## src/logic/bus_defines.svh

```systemverilog
`ifndef BUS_DEFINES_SVH
`define BUS_DEFINES_SVH

// Forward bus word and payload widths
`define BUS_ADDR_W 16
`define BUS_DATA_W 8

// Address bit that picks the target
// 0 selects target 1, 1 selects target 2
`define BUS_TSEL_BIT 15

// Targets behind the shared bus
`define BUS_NUM_TARGETS 2

`endif

```

## src/logic/bus_pkg.sv

```systemverilog
`include "bus_defines.svh"

package bus_pkg;

    // Kind of beat on the forward word
    typedef enum logic {
        BEAT_ADDR = 1'b0,
        BEAT_DATA = 1'b1
    } beat_kind_t;

    // Forward bus word, read as address or as write data
    typedef union packed {
        struct packed {
            logic                      tsel;
            logic [`BUS_TSEL_BIT-1:0]  offset;
        } addr;
        struct packed {
            logic [`BUS_ADDR_W-`BUS_DATA_W-1:0] unused;
            logic [`BUS_DATA_W-1:0]             data;
        } data;
    } bus_word_u;

endpackage

```

## src/logic/owner_pkg.sv

```systemverilog
package owner_pkg;

    // Initiator currently holding the bus
    typedef enum logic [1:0] {
        OWNER_NONE  = 2'b00,
        OWNER_INIT1 = 2'b01,
        OWNER_INIT2 = 2'b10
    } owner_t;

endpackage

```

## src/logic/init_port.sv

```systemverilog
`include "bus_defines.svh"

module init_port import bus_pkg::*; (
    input  logic                   clk,
    input  logic                   rst_n,
    input  logic                   req,
    input  logic [`BUS_ADDR_W-1:0] addr,
    input  logic [`BUS_DATA_W-1:0] data,
    input  logic                   rw,
    input  logic                   grant,
    output logic                   arb_req,
    output bus_word_u              fwd_word,
    output beat_kind_t             fwd_kind,
    output logic                   fwd_valid,
    output logic                   fwd_rw,
    output logic                   init_grant,
    output logic                   init_ack,
    output logic [`BUS_DATA_W-1:0] init_data_in,
    output logic                   init_data_in_valid,
    input  logic                   ret_ack,
    input  logic [`BUS_DATA_W-1:0] ret_data,
    input  logic                   ret_valid
);

    typedef enum logic [1:0] {
        ST_IDLE,
        ST_ADDR,
        ST_DATA,
        ST_WAIT
    } state_t;

    state_t                 state;
    logic [`BUS_ADDR_W-1:0] addr_q;
    logic [`BUS_DATA_W-1:0] data_q;
    logic                   rw_q;
    logic [`BUS_DATA_W-1:0] rdata_q;
    logic                   beat_addr;
    logic                   beat_data;

    assign beat_addr = grant && (state == ST_ADDR);
    assign beat_data = grant && (state == ST_DATA);

    // Only asks while the address beat is still pending
    assign arb_req = (state == ST_ADDR);

    always_ff @(posedge clk or negedge rst_n) begin
        if (!rst_n) begin
            state <= ST_IDLE;
        end else begin
            case (state)
                ST_IDLE: if (req) state <= ST_ADDR;
                ST_ADDR: if (grant) state <= rw_q ? ST_DATA : ST_WAIT;
                ST_DATA: state <= ST_WAIT;
                ST_WAIT: if (ret_ack) state <= ST_IDLE;
                default: state <= ST_IDLE;
            endcase
        end
    end

    // Request fields held for the whole transaction
    always_ff @(posedge clk) begin
        if (state == ST_IDLE && req) begin
            addr_q <= addr;
            data_q <= data;
            rw_q   <= rw;
        end
        if (ret_valid) begin
            rdata_q <= ret_data;
        end
    end

    always_comb begin
        fwd_word = '0;
        fwd_kind = BEAT_ADDR;
        if (beat_data) begin
            fwd_word.data.data = data_q;
            fwd_kind           = BEAT_DATA;
        end else begin
            fwd_word.addr.tsel   = addr_q[`BUS_TSEL_BIT];
            fwd_word.addr.offset = addr_q[`BUS_TSEL_BIT-1:0];
        end
    end

    assign fwd_valid = beat_addr || beat_data;
    assign fwd_rw    = rw_q;

    assign init_grant         = grant;
    assign init_ack           = ret_ack && (state == ST_WAIT);
    assign init_data_in_valid = init_ack && ret_valid;
    assign init_data_in       = ret_valid ? ret_data : rdata_q;

endmodule

```

## src/logic/bus_arbiter.sv

```systemverilog
`include "bus_defines.svh"

module bus_arbiter import bus_pkg::*, owner_pkg::*; (
    input  logic       clk,
    input  logic       rst_n,
    input  logic       arb_req1,
    input  bus_word_u  fwd_word1,
    input  beat_kind_t fwd_kind1,
    input  logic       fwd_valid1,
    input  logic       fwd_rw1,
    input  logic       arb_req2,
    input  bus_word_u  fwd_word2,
    input  beat_kind_t fwd_kind2,
    input  logic       fwd_valid2,
    input  logic       fwd_rw2,
    input  logic       txn_done,
    output logic       grant1,
    output logic       grant2,
    output owner_t     owner,
    output bus_word_u  fwd_word,
    output beat_kind_t fwd_kind,
    output logic       fwd_valid,
    output logic       fwd_rw
);

    // Initiator 1 wins a tie on an idle bus
    always_ff @(posedge clk or negedge rst_n) begin
        if (!rst_n) begin
            owner <= OWNER_NONE;
        end else if (owner == OWNER_NONE) begin
            if (arb_req1) begin
                owner <= OWNER_INIT1;
            end else if (arb_req2) begin
                owner <= OWNER_INIT2;
            end
        end else if (txn_done) begin
            owner <= OWNER_NONE;
        end
    end

    assign grant1 = (owner == OWNER_INIT1);
    assign grant2 = (owner == OWNER_INIT2);

    // Shared forward bus
    always_comb begin
        fwd_word  = '0;
        fwd_kind  = BEAT_ADDR;
        fwd_valid = 1'b0;
        fwd_rw    = 1'b0;
        case (owner)
            OWNER_INIT1: begin
                fwd_word  = fwd_word1;
                fwd_kind  = fwd_kind1;
                fwd_valid = fwd_valid1;
                fwd_rw    = fwd_rw1;
            end
            OWNER_INIT2: begin
                fwd_word  = fwd_word2;
                fwd_kind  = fwd_kind2;
                fwd_valid = fwd_valid2;
                fwd_rw    = fwd_rw2;
            end
            default: ;
        endcase
    end

endmodule

```

## src/logic/addr_decoder.sv

```systemverilog
`include "bus_defines.svh"

module addr_decoder import bus_pkg::*; (
    input  logic                        clk,
    input  logic                        rst_n,
    input  bus_word_u                   fwd_word,
    input  beat_kind_t                  fwd_kind,
    input  logic                        fwd_valid,
    input  logic                        txn_done,
    output logic [`BUS_NUM_TARGETS-1:0] tsel_valid
);

    logic [`BUS_NUM_TARGETS-1:0] sel_now;
    logic [`BUS_NUM_TARGETS-1:0] sel_q;

    // One-hot pick from the select bit of an address beat
    always_comb begin
        sel_now = '0;
        if (fwd_valid && fwd_kind == BEAT_ADDR) begin
            for (int i = 0; i < `BUS_NUM_TARGETS; i++) begin
                sel_now[i] = (i == int'(fwd_word.addr.tsel));
            end
        end
    end

    always_ff @(posedge clk or negedge rst_n) begin
        if (!rst_n) begin
            sel_q <= '0;
        end else if (txn_done) begin
            sel_q <= '0;
        end else if (sel_now != '0) begin
            sel_q <= sel_now;
        end
    end

    // Live during the address beat, held afterwards
    assign tsel_valid = sel_q | sel_now;

endmodule

```

## src/logic/response_router.sv

```systemverilog
`include "bus_defines.svh"

module response_router import owner_pkg::*; (
    input  logic                        clk,
    input  logic                        rst_n,
    input  logic [`BUS_NUM_TARGETS-1:0] tsel_valid,
    input  owner_t                      owner,
    input  logic                        resp_ack1,
    input  logic [`BUS_DATA_W-1:0]      resp_data1,
    input  logic                        resp_valid1,
    input  logic                        resp_ack2,
    input  logic [`BUS_DATA_W-1:0]      resp_data2,
    input  logic                        resp_valid2,
    output logic                        ret_ack1,
    output logic [`BUS_DATA_W-1:0]      ret_data1,
    output logic                        ret_valid1,
    output logic                        ret_ack2,
    output logic [`BUS_DATA_W-1:0]      ret_data2,
    output logic                        ret_valid2,
    output logic                        txn_done
);

    logic                   sel_ack;
    logic [`BUS_DATA_W-1:0] sel_data;
    logic                   sel_valid;

    // Response of the held target
    always_comb begin
        sel_ack   = 1'b0;
        sel_data  = '0;
        sel_valid = 1'b0;
        if (tsel_valid[0]) begin
            sel_ack   = resp_ack1;
            sel_data  = resp_data1;
            sel_valid = resp_valid1;
        end else if (tsel_valid[1]) begin
            sel_ack   = resp_ack2;
            sel_data  = resp_data2;
            sel_valid = resp_valid2;
        end
    end

    always_ff @(posedge clk or negedge rst_n) begin
        if (!rst_n) begin
            txn_done   <= 1'b0;
            ret_ack1   <= 1'b0;
            ret_valid1 <= 1'b0;
            ret_ack2   <= 1'b0;
            ret_valid2 <= 1'b0;
        end else begin
            txn_done   <= sel_ack;
            ret_ack1   <= sel_ack && (owner == OWNER_INIT1);
            ret_valid1 <= sel_ack && sel_valid && (owner == OWNER_INIT1);
            ret_ack2   <= sel_ack && (owner == OWNER_INIT2);
            ret_valid2 <= sel_ack && sel_valid && (owner == OWNER_INIT2);
        end
    end

    always_ff @(posedge clk) begin
        if (sel_ack && owner == OWNER_INIT1) ret_data1 <= sel_data;
        if (sel_ack && owner == OWNER_INIT2) ret_data2 <= sel_data;
    end

endmodule

```

## src/logic/target_port.sv

```systemverilog
`include "bus_defines.svh"

module target_port import bus_pkg::*; (
    input  logic                   clk,
    input  logic                   rst_n,
    input  logic                   sel,
    input  bus_word_u              fwd_word,
    input  beat_kind_t             fwd_kind,
    input  logic                   fwd_valid,
    input  logic                   fwd_rw,
    input  logic                   target_ack,
    input  logic [`BUS_DATA_W-1:0] target_data_out,
    input  logic                   target_data_out_valid,
    output logic [`BUS_ADDR_W-1:0] target_addr_in,
    output logic                   target_addr_in_valid,
    output logic [`BUS_DATA_W-1:0] target_data_in,
    output logic                   target_data_in_valid,
    output logic                   target_rw,
    output logic                   resp_ack,
    output logic [`BUS_DATA_W-1:0] resp_data,
    output logic                   resp_valid
);

    logic addr_beat;
    logic data_beat;
    logic rw_q;

    assign addr_beat = sel && fwd_valid && (fwd_kind == BEAT_ADDR);
    assign data_beat = sel && fwd_valid && (fwd_kind == BEAT_DATA);

    always_ff @(posedge clk or negedge rst_n) begin
        if (!rst_n) begin
            target_addr_in_valid <= 1'b0;
            target_data_in_valid <= 1'b0;
            rw_q                 <= 1'b0;
        end else begin
            target_addr_in_valid <= addr_beat;
            target_data_in_valid <= data_beat;
            if (addr_beat) rw_q <= fwd_rw;
        end
    end

    always_ff @(posedge clk) begin
        if (addr_beat) target_addr_in <= {fwd_word.addr.tsel, fwd_word.addr.offset};
        if (data_beat) target_data_in <= fwd_word.data.data;
    end

    assign target_rw = sel && rw_q;

    // Return path only while this target is selected
    assign resp_ack   = sel && target_ack;
    assign resp_valid = sel && target_data_out_valid;
    assign resp_data  = sel ? target_data_out : '0;

endmodule

```

## src/logic/bus_top.sv

```systemverilog
`include "bus_defines.svh"

module bus_top import bus_pkg::*, owner_pkg::*; (
    input  logic                   clk,
    input  logic                   rst_n,

    input  logic                   init1_req,
    input  logic [`BUS_ADDR_W-1:0] init1_addr,
    input  logic [`BUS_DATA_W-1:0] init1_data,
    input  logic                   init1_rw,
    output logic                   init1_grant,
    output logic                   init1_ack,
    output logic [`BUS_DATA_W-1:0] init1_data_in,
    output logic                   init1_data_in_valid,

    input  logic                   init2_req,
    input  logic [`BUS_ADDR_W-1:0] init2_addr,
    input  logic [`BUS_DATA_W-1:0] init2_data,
    input  logic                   init2_rw,
    output logic                   init2_grant,
    output logic                   init2_ack,
    output logic [`BUS_DATA_W-1:0] init2_data_in,
    output logic                   init2_data_in_valid,

    output logic [`BUS_ADDR_W-1:0] target1_addr_in,
    output logic                   target1_addr_in_valid,
    output logic [`BUS_DATA_W-1:0] target1_data_in,
    output logic                   target1_data_in_valid,
    output logic                   target1_rw,
    input  logic                   target1_ack,
    input  logic [`BUS_DATA_W-1:0] target1_data_out,
    input  logic                   target1_data_out_valid,

    output logic [`BUS_ADDR_W-1:0] target2_addr_in,
    output logic                   target2_addr_in_valid,
    output logic [`BUS_DATA_W-1:0] target2_data_in,
    output logic                   target2_data_in_valid,
    output logic                   target2_rw,
    input  logic                   target2_ack,
    input  logic [`BUS_DATA_W-1:0] target2_data_out,
    input  logic                   target2_data_out_valid
);

    // Per-initiator forward fields
    logic       arb_req1, arb_req2;
    bus_word_u  fwd_word1, fwd_word2;
    beat_kind_t fwd_kind1, fwd_kind2;
    logic       fwd_valid1, fwd_valid2;
    logic       fwd_rw1, fwd_rw2;
    logic       grant1, grant2;

    // Shared forward bus
    bus_word_u  fwd_word;
    beat_kind_t fwd_kind;
    logic       fwd_valid;
    logic       fwd_rw;
    owner_t     owner;

    logic [`BUS_NUM_TARGETS-1:0] tsel_valid;
    logic                        txn_done;

    // Return path
    logic                   resp_ack1, resp_valid1, resp_ack2, resp_valid2;
    logic [`BUS_DATA_W-1:0] resp_data1, resp_data2;
    logic                   ret_ack1, ret_valid1, ret_ack2, ret_valid2;
    logic [`BUS_DATA_W-1:0] ret_data1, ret_data2;

    init_port u_init_port_1 (
        .clk(clk), .rst_n(rst_n),
        .req(init1_req), .addr(init1_addr), .data(init1_data), .rw(init1_rw),
        .grant(grant1), .arb_req(arb_req1),
        .fwd_word(fwd_word1), .fwd_kind(fwd_kind1),
        .fwd_valid(fwd_valid1), .fwd_rw(fwd_rw1),
        .init_grant(init1_grant), .init_ack(init1_ack),
        .init_data_in(init1_data_in), .init_data_in_valid(init1_data_in_valid),
        .ret_ack(ret_ack1), .ret_data(ret_data1), .ret_valid(ret_valid1)
    );

    init_port u_init_port_2 (
        .clk(clk), .rst_n(rst_n),
        .req(init2_req), .addr(init2_addr), .data(init2_data), .rw(init2_rw),
        .grant(grant2), .arb_req(arb_req2),
        .fwd_word(fwd_word2), .fwd_kind(fwd_kind2),
        .fwd_valid(fwd_valid2), .fwd_rw(fwd_rw2),
        .init_grant(init2_grant), .init_ack(init2_ack),
        .init_data_in(init2_data_in), .init_data_in_valid(init2_data_in_valid),
        .ret_ack(ret_ack2), .ret_data(ret_data2), .ret_valid(ret_valid2)
    );

    bus_arbiter u_bus_arbiter (
        .clk(clk), .rst_n(rst_n),
        .arb_req1(arb_req1), .fwd_word1(fwd_word1), .fwd_kind1(fwd_kind1),
        .fwd_valid1(fwd_valid1), .fwd_rw1(fwd_rw1),
        .arb_req2(arb_req2), .fwd_word2(fwd_word2), .fwd_kind2(fwd_kind2),
        .fwd_valid2(fwd_valid2), .fwd_rw2(fwd_rw2),
        .txn_done(txn_done),
        .grant1(grant1), .grant2(grant2), .owner(owner),
        .fwd_word(fwd_word), .fwd_kind(fwd_kind),
        .fwd_valid(fwd_valid), .fwd_rw(fwd_rw)
    );

    addr_decoder u_addr_decoder (
        .clk(clk), .rst_n(rst_n),
        .fwd_word(fwd_word), .fwd_kind(fwd_kind), .fwd_valid(fwd_valid),
        .txn_done(txn_done), .tsel_valid(tsel_valid)
    );

    target_port u_target_port_1 (
        .clk(clk), .rst_n(rst_n), .sel(tsel_valid[0]),
        .fwd_word(fwd_word), .fwd_kind(fwd_kind),
        .fwd_valid(fwd_valid), .fwd_rw(fwd_rw),
        .target_ack(target1_ack), .target_data_out(target1_data_out),
        .target_data_out_valid(target1_data_out_valid),
        .target_addr_in(target1_addr_in), .target_addr_in_valid(target1_addr_in_valid),
        .target_data_in(target1_data_in), .target_data_in_valid(target1_data_in_valid),
        .target_rw(target1_rw),
        .resp_ack(resp_ack1), .resp_data(resp_data1), .resp_valid(resp_valid1)
    );

    target_port u_target_port_2 (
        .clk(clk), .rst_n(rst_n), .sel(tsel_valid[1]),
        .fwd_word(fwd_word), .fwd_kind(fwd_kind),
        .fwd_valid(fwd_valid), .fwd_rw(fwd_rw),
        .target_ack(target2_ack), .target_data_out(target2_data_out),
        .target_data_out_valid(target2_data_out_valid),
        .target_addr_in(target2_addr_in), .target_addr_in_valid(target2_addr_in_valid),
        .target_data_in(target2_data_in), .target_data_in_valid(target2_data_in_valid),
        .target_rw(target2_rw),
        .resp_ack(resp_ack2), .resp_data(resp_data2), .resp_valid(resp_valid2)
    );

    response_router u_response_router (
        .clk(clk), .rst_n(rst_n),
        .tsel_valid(tsel_valid), .owner(owner),
        .resp_ack1(resp_ack1), .resp_data1(resp_data1), .resp_valid1(resp_valid1),
        .resp_ack2(resp_ack2), .resp_data2(resp_data2), .resp_valid2(resp_valid2),
        .ret_ack1(ret_ack1), .ret_data1(ret_data1), .ret_valid1(ret_valid1),
        .ret_ack2(ret_ack2), .ret_data2(ret_data2), .ret_valid2(ret_valid2),
        .txn_done(txn_done)
    );

endmodule

```

## config.mk

```make
export PLATFORM = sky130hd
export DESIGN_NAME = bus_top
export DESIGN_NICKNAME = d
export VERILOG_FILES = /design/src/logic/bus_pkg.sv /design/src/logic/owner_pkg.sv /design/src/logic/init_port.sv /design/src/logic/bus_arbiter.sv /design/src/logic/addr_decoder.sv /design/src/logic/response_router.sv /design/src/logic/target_port.sv /design/src/logic/bus_top.sv
export VERILOG_INCLUDE_DIRS = /design/src /design/src/logic
export SDC_FILE = /design/constraint.sdc
export NUM_CORES = 1
export LEC_CHECK = 0
export BUFFER_PORTS_ARGS = -buffer_cell sky130_fd_sc_hd__buf_2
export CAP_MARGIN = 10
export CELL_PAD_IN_SITES_DETAIL_PLACEMENT = 1
export CELL_PAD_IN_SITES_GLOBAL_PLACEMENT = 1
export CORE_UTILIZATION = 40
export CTS_CLUSTER_SIZE = 24
export DETAILED_ROUTE_END_ITERATION = 8
export GPL_TIMING_DRIVEN = 0
export PLACE_DENSITY_LB_ADDON = 0.1
export SLEW_MARGIN = 20
export SYNTH_ARGS = -nofsm -noshare
export SYNTH_HDL_FRONTEND = slang
export SYNTH_SLANG_ARGS = --single-unit
```

## constraint.sdc

```tcl
create_clock -name clk -period 3.2 [get_ports clk]
set_input_delay 0.48 -clock clk [delete_from_list [all_inputs] [get_ports clk]]
set_output_delay 0.48 -clock clk [all_outputs]
set_load 0.01 [all_outputs]
```

==> flow_metrics.py <==
metrics = {
    "die": {
        "ioPinCount": 150,
        "die_y_um": 121,
        "row_count": 43,
        "die_x_um": 121,
        "core_um2": 13800,
        "initial_core_util": 0.409,
        "die-area_um2": 14600,
    },
    "sta": {
        "hold_viol": 0,
        "relSlewSlack": 0.572,
        "skew_ns": 0.00504,
        "slew_viol_final": 0,
        "finalCritPeriodShare": 0.923,
        "fin_crit_ns": 2.95,
        "fmax_ghz": 0.339,
        "worst_pin_slew_ns": 0.642,
        "hold_slack_ns": 0.0222,
        "finalSetupViolCount": 0,
        "grt_setup_unrepaired": "no",
        "worst_slack_ns": 0.248,
    },
    "worst_setup_path": {
        "cp_max_fo": 10,
        "critPathSlowestCell": "dfrtp_1",
        "crit_arrival_ns": 2.47,
        "crit_buf_inv": 4,
        "crit_type": "register to output port",
        "required_ns": 2.72,
        "crit_path_cell_trace": "inv_1 -> ha_1 -> clkbuf_2 -> nand2_1 -> o22ai_2 -> a31o_1 -> buf_6 -> and2_1 -> buf_2",
        "endpoint_kind": "output port",
        "crit_family": "buffers and inverters",
        "critical-path-max-stage-delay_ns": 0.40,
        "crit_path_start_kind": "register",
    },
    "routing": {
        "drtIter0Drc": 184,
        "vias": 3318,
        "wl_per_cell_um": 17.7,
        "drt_wl_total_mm": 12.2,
        "drt_pass1_iterations": 4,
        "antenna_left": 0,
        "drc": 0,
        "viasPerCell": 4.80,
    },
    "final_layout": {
        "drive_gt1_frac": 0.469,
        "fin_nets": 586,
        "fill_cells": 1348,
        "area_delta_synth_final_pct": 29.0,
        "stdcell_area_um2": 7290,
    },
    "power": {
        "irDropWorstVdd_mv": 0.349,
        "total_power_w": 0.00664,
        "power.density_nw_per_um2": 911,
        "p_leak_nw": 3.00,
    },
    "synth": {
        "synthesis.area_um2": 5650,
        "netlist_instances": 325,
        "yosys-top-cells-count": "edfxtp_1, mux2_2, nor2b_1",
        "avgSynthCellArea_um2": 17.4,
        "yosys.area.top_type_share": 0.606,
        "synth_seq_area_share": 0.747,
        "synth_edf_count": 114,
        "synth_top_area_cell": "edfxtp_1",
        "synth_flop_cell": "edfxtp_1",
        "syn_nets": 414,
        "ys_warn_count": 0,
        "ys_types": 38,
        "synthMostInstantiatedCell": "edfxtp_1",
        "synth-async-reset-ratio": 0.128,
        "synth.area.top_cells": "edfxtp_1, dfrtp_1, mux2_2, dfxtp_1, ha_1",
        "synth_seq_cells": 149,
    },
    "placed_design": {
        "pre_cts_ws_ns": 0.480,
        "place.gp.congestion": 0.706,
        "dpl_cell_area_um2": 6670,
        "io_buffer_count": 149,
        "post-dp-hpwl_mm": 8.73,
    },
    "global_routing": {
        "grt_pass1_wl_mm": 18.9,
        "grt_pass1_vias": 3411,
        "antenna_found_initial": 0,
        "grt_max_degree": 26,
        "track_usage": 0.179,
        "overflow": 0,
    },
    "clocking": {
        "cts_tree": "done",
        "post_cts_buffers": 0,
        "htree_num_levels": 4,
        "clock-root-buffer": "clkbuf_16",
        "cts_resized": 0,
        "cts.sinks": 149,
        "cts_buffer_depth": 2,
        "path_clk_slew_ns": 0.06,
        "clock_latency_ns": 0.41,
        "numCtsBuffers": 17,
        "hold_buffers": 0,
    },
    "run": {
        "drv_cap": 0,
    },
    "run_status": {
        "outcome": "finished clean",
    },
    "worst_hold_path": {
        "hold_class": "primary input to asynchronous set/reset pin",
    },
}
[final timing paths]
kind	start	end	slack, ns	cells past startpoint
worst max-delay path	u_bus_arbiter.owner[1]	target1_rw	0.25	9
worst min-delay path	rst_n	u_response_router.ret_ack1	0.02	1
worst max register to register	u_bus_arbiter.owner[1]	u_response_router.ret_data1[4]	0.47	8
worst min register to register	u_init_port_2.rdata_q[7]	u_init_port_2.rdata_q[7]	0.47	1
max in group asynchronous	rst_n	u_target_port_2.target_data_in_valid	2.84	1
min in group clk	init1_addr[10]	u_init_port_1.addr_q[10]	0.24	1
[registers in the layout (all words and copies together), names as in the netlist, 2 cells and up]
register	count
u_init_port_2.addr_q	16
u_init_port_1.state	2
u_init_port_2.rdata_q	8
u_target_port_1.target_addr_in	16
u_target_port_1.target_data_in	8
u_init_port_1.addr_q	16
u_init_port_1.rdata_q	8
u_target_port_2.target_addr_in	16
u_addr_decoder.sel_q	2
u_init_port_1.data_q	8
u_init_port_2.state	2
u_bus_arbiter.owner	2
u_init_port_2.data_q	8
u_response_router.ret_data1	8
u_target_port_2.target_data_in	8
u_response_router.ret_data2	8
[per-layer routing]
layer,share of wire,GRT usage,wire length (um),vias up
li1,-,-,-,1571
met1,0.47,0.239,5720,1621
met2,0.47,0.276,5710,111
met3,0.051,0.0522,625,15
met4,0.014,0.0679,177,0
met5,0,0,0,-
[cells in the final DEF (no fill, tap or decap), types with 5 or more instances in the layout]
| cell | instances |
|---|---|
| buf_2 | 151 |
| edfxtp_1 | 114 |
| mux2_2 | 36 |
| nor2b_1 | 22 |
| clkbuf_16 | 19 |
| dfrtp_1 | 19 |
| dfxtp_1 | 16 |
| a22oi_1 | 15 |
| ha_1 | 15 |
| inv_1 | 11 |
| nand2_1 | 9 |
| a22o_1 | 9 |
| clkbuf_1 | 7 |
| nor2_1 | 7 |
| and2_1 | 5 |
| o31ai_1 | 5 |
[layout make-up]
cell class	count	area, um2	area share
antenna	1	2.50	0.000343
buffer	11	67.6	0.00927
clock buffer	26	542	0.0743
clock inverter	6	62.6	0.00859
inverter	11	41.3	0.00567
multi-input combinational	154	1340	0.183
sequential	149	4220	0.579
tap	180	225	0.0309
timing repair buffer	153	791	0.109
[power breakdown]
| group | internal, W | leakage, nW | total, W | switching [W] |
|---|---|---|---|---|
| logic | 0.000800 | 1.28 | 0.00189 | 0.00109 |
| clock network | 0.00125 | 0.301 | 0.00199 | 0.000744 |
| registers | 0.00262 | 1.42 | 0.00276 | 0.000142 |
| total | 0.00466 | 3.00 | 0.00664 | 0.00198 |
[worst register-to-register path, delay by kind of cell, from the launching register on]
| kind | cells | cell delay [ns] |
|---|---|---|
| compound gates | 3 | 0.74 |
| flops | 1 | 0.40 |
| simple gates | 2 | 0.61 |
| buf+inv | 2 | 0.32 |
| fa+ha+maj | 1 | 0.29 |
[through the flow]
stage	setup TNS [ns]	util	instances
2_1_floorplan	0	-	325
3_3_place_gp	-4.46	0.479	654
3_5_place_dp	0	0.482	657
4_1_cts	0	0.526	689
5_1_grt	0	0.527	690
6_report	0	0.527	691
[kinds of logic after synthesis]
family,share of synthesized area
flops,0.747
simple gates,0.0578
compound gates,0.0695
mux,0.0735
buf+inv,0.0193
fa+ha+maj,0.0332
No activity file was read; power rests on OpenSTA's default activity.
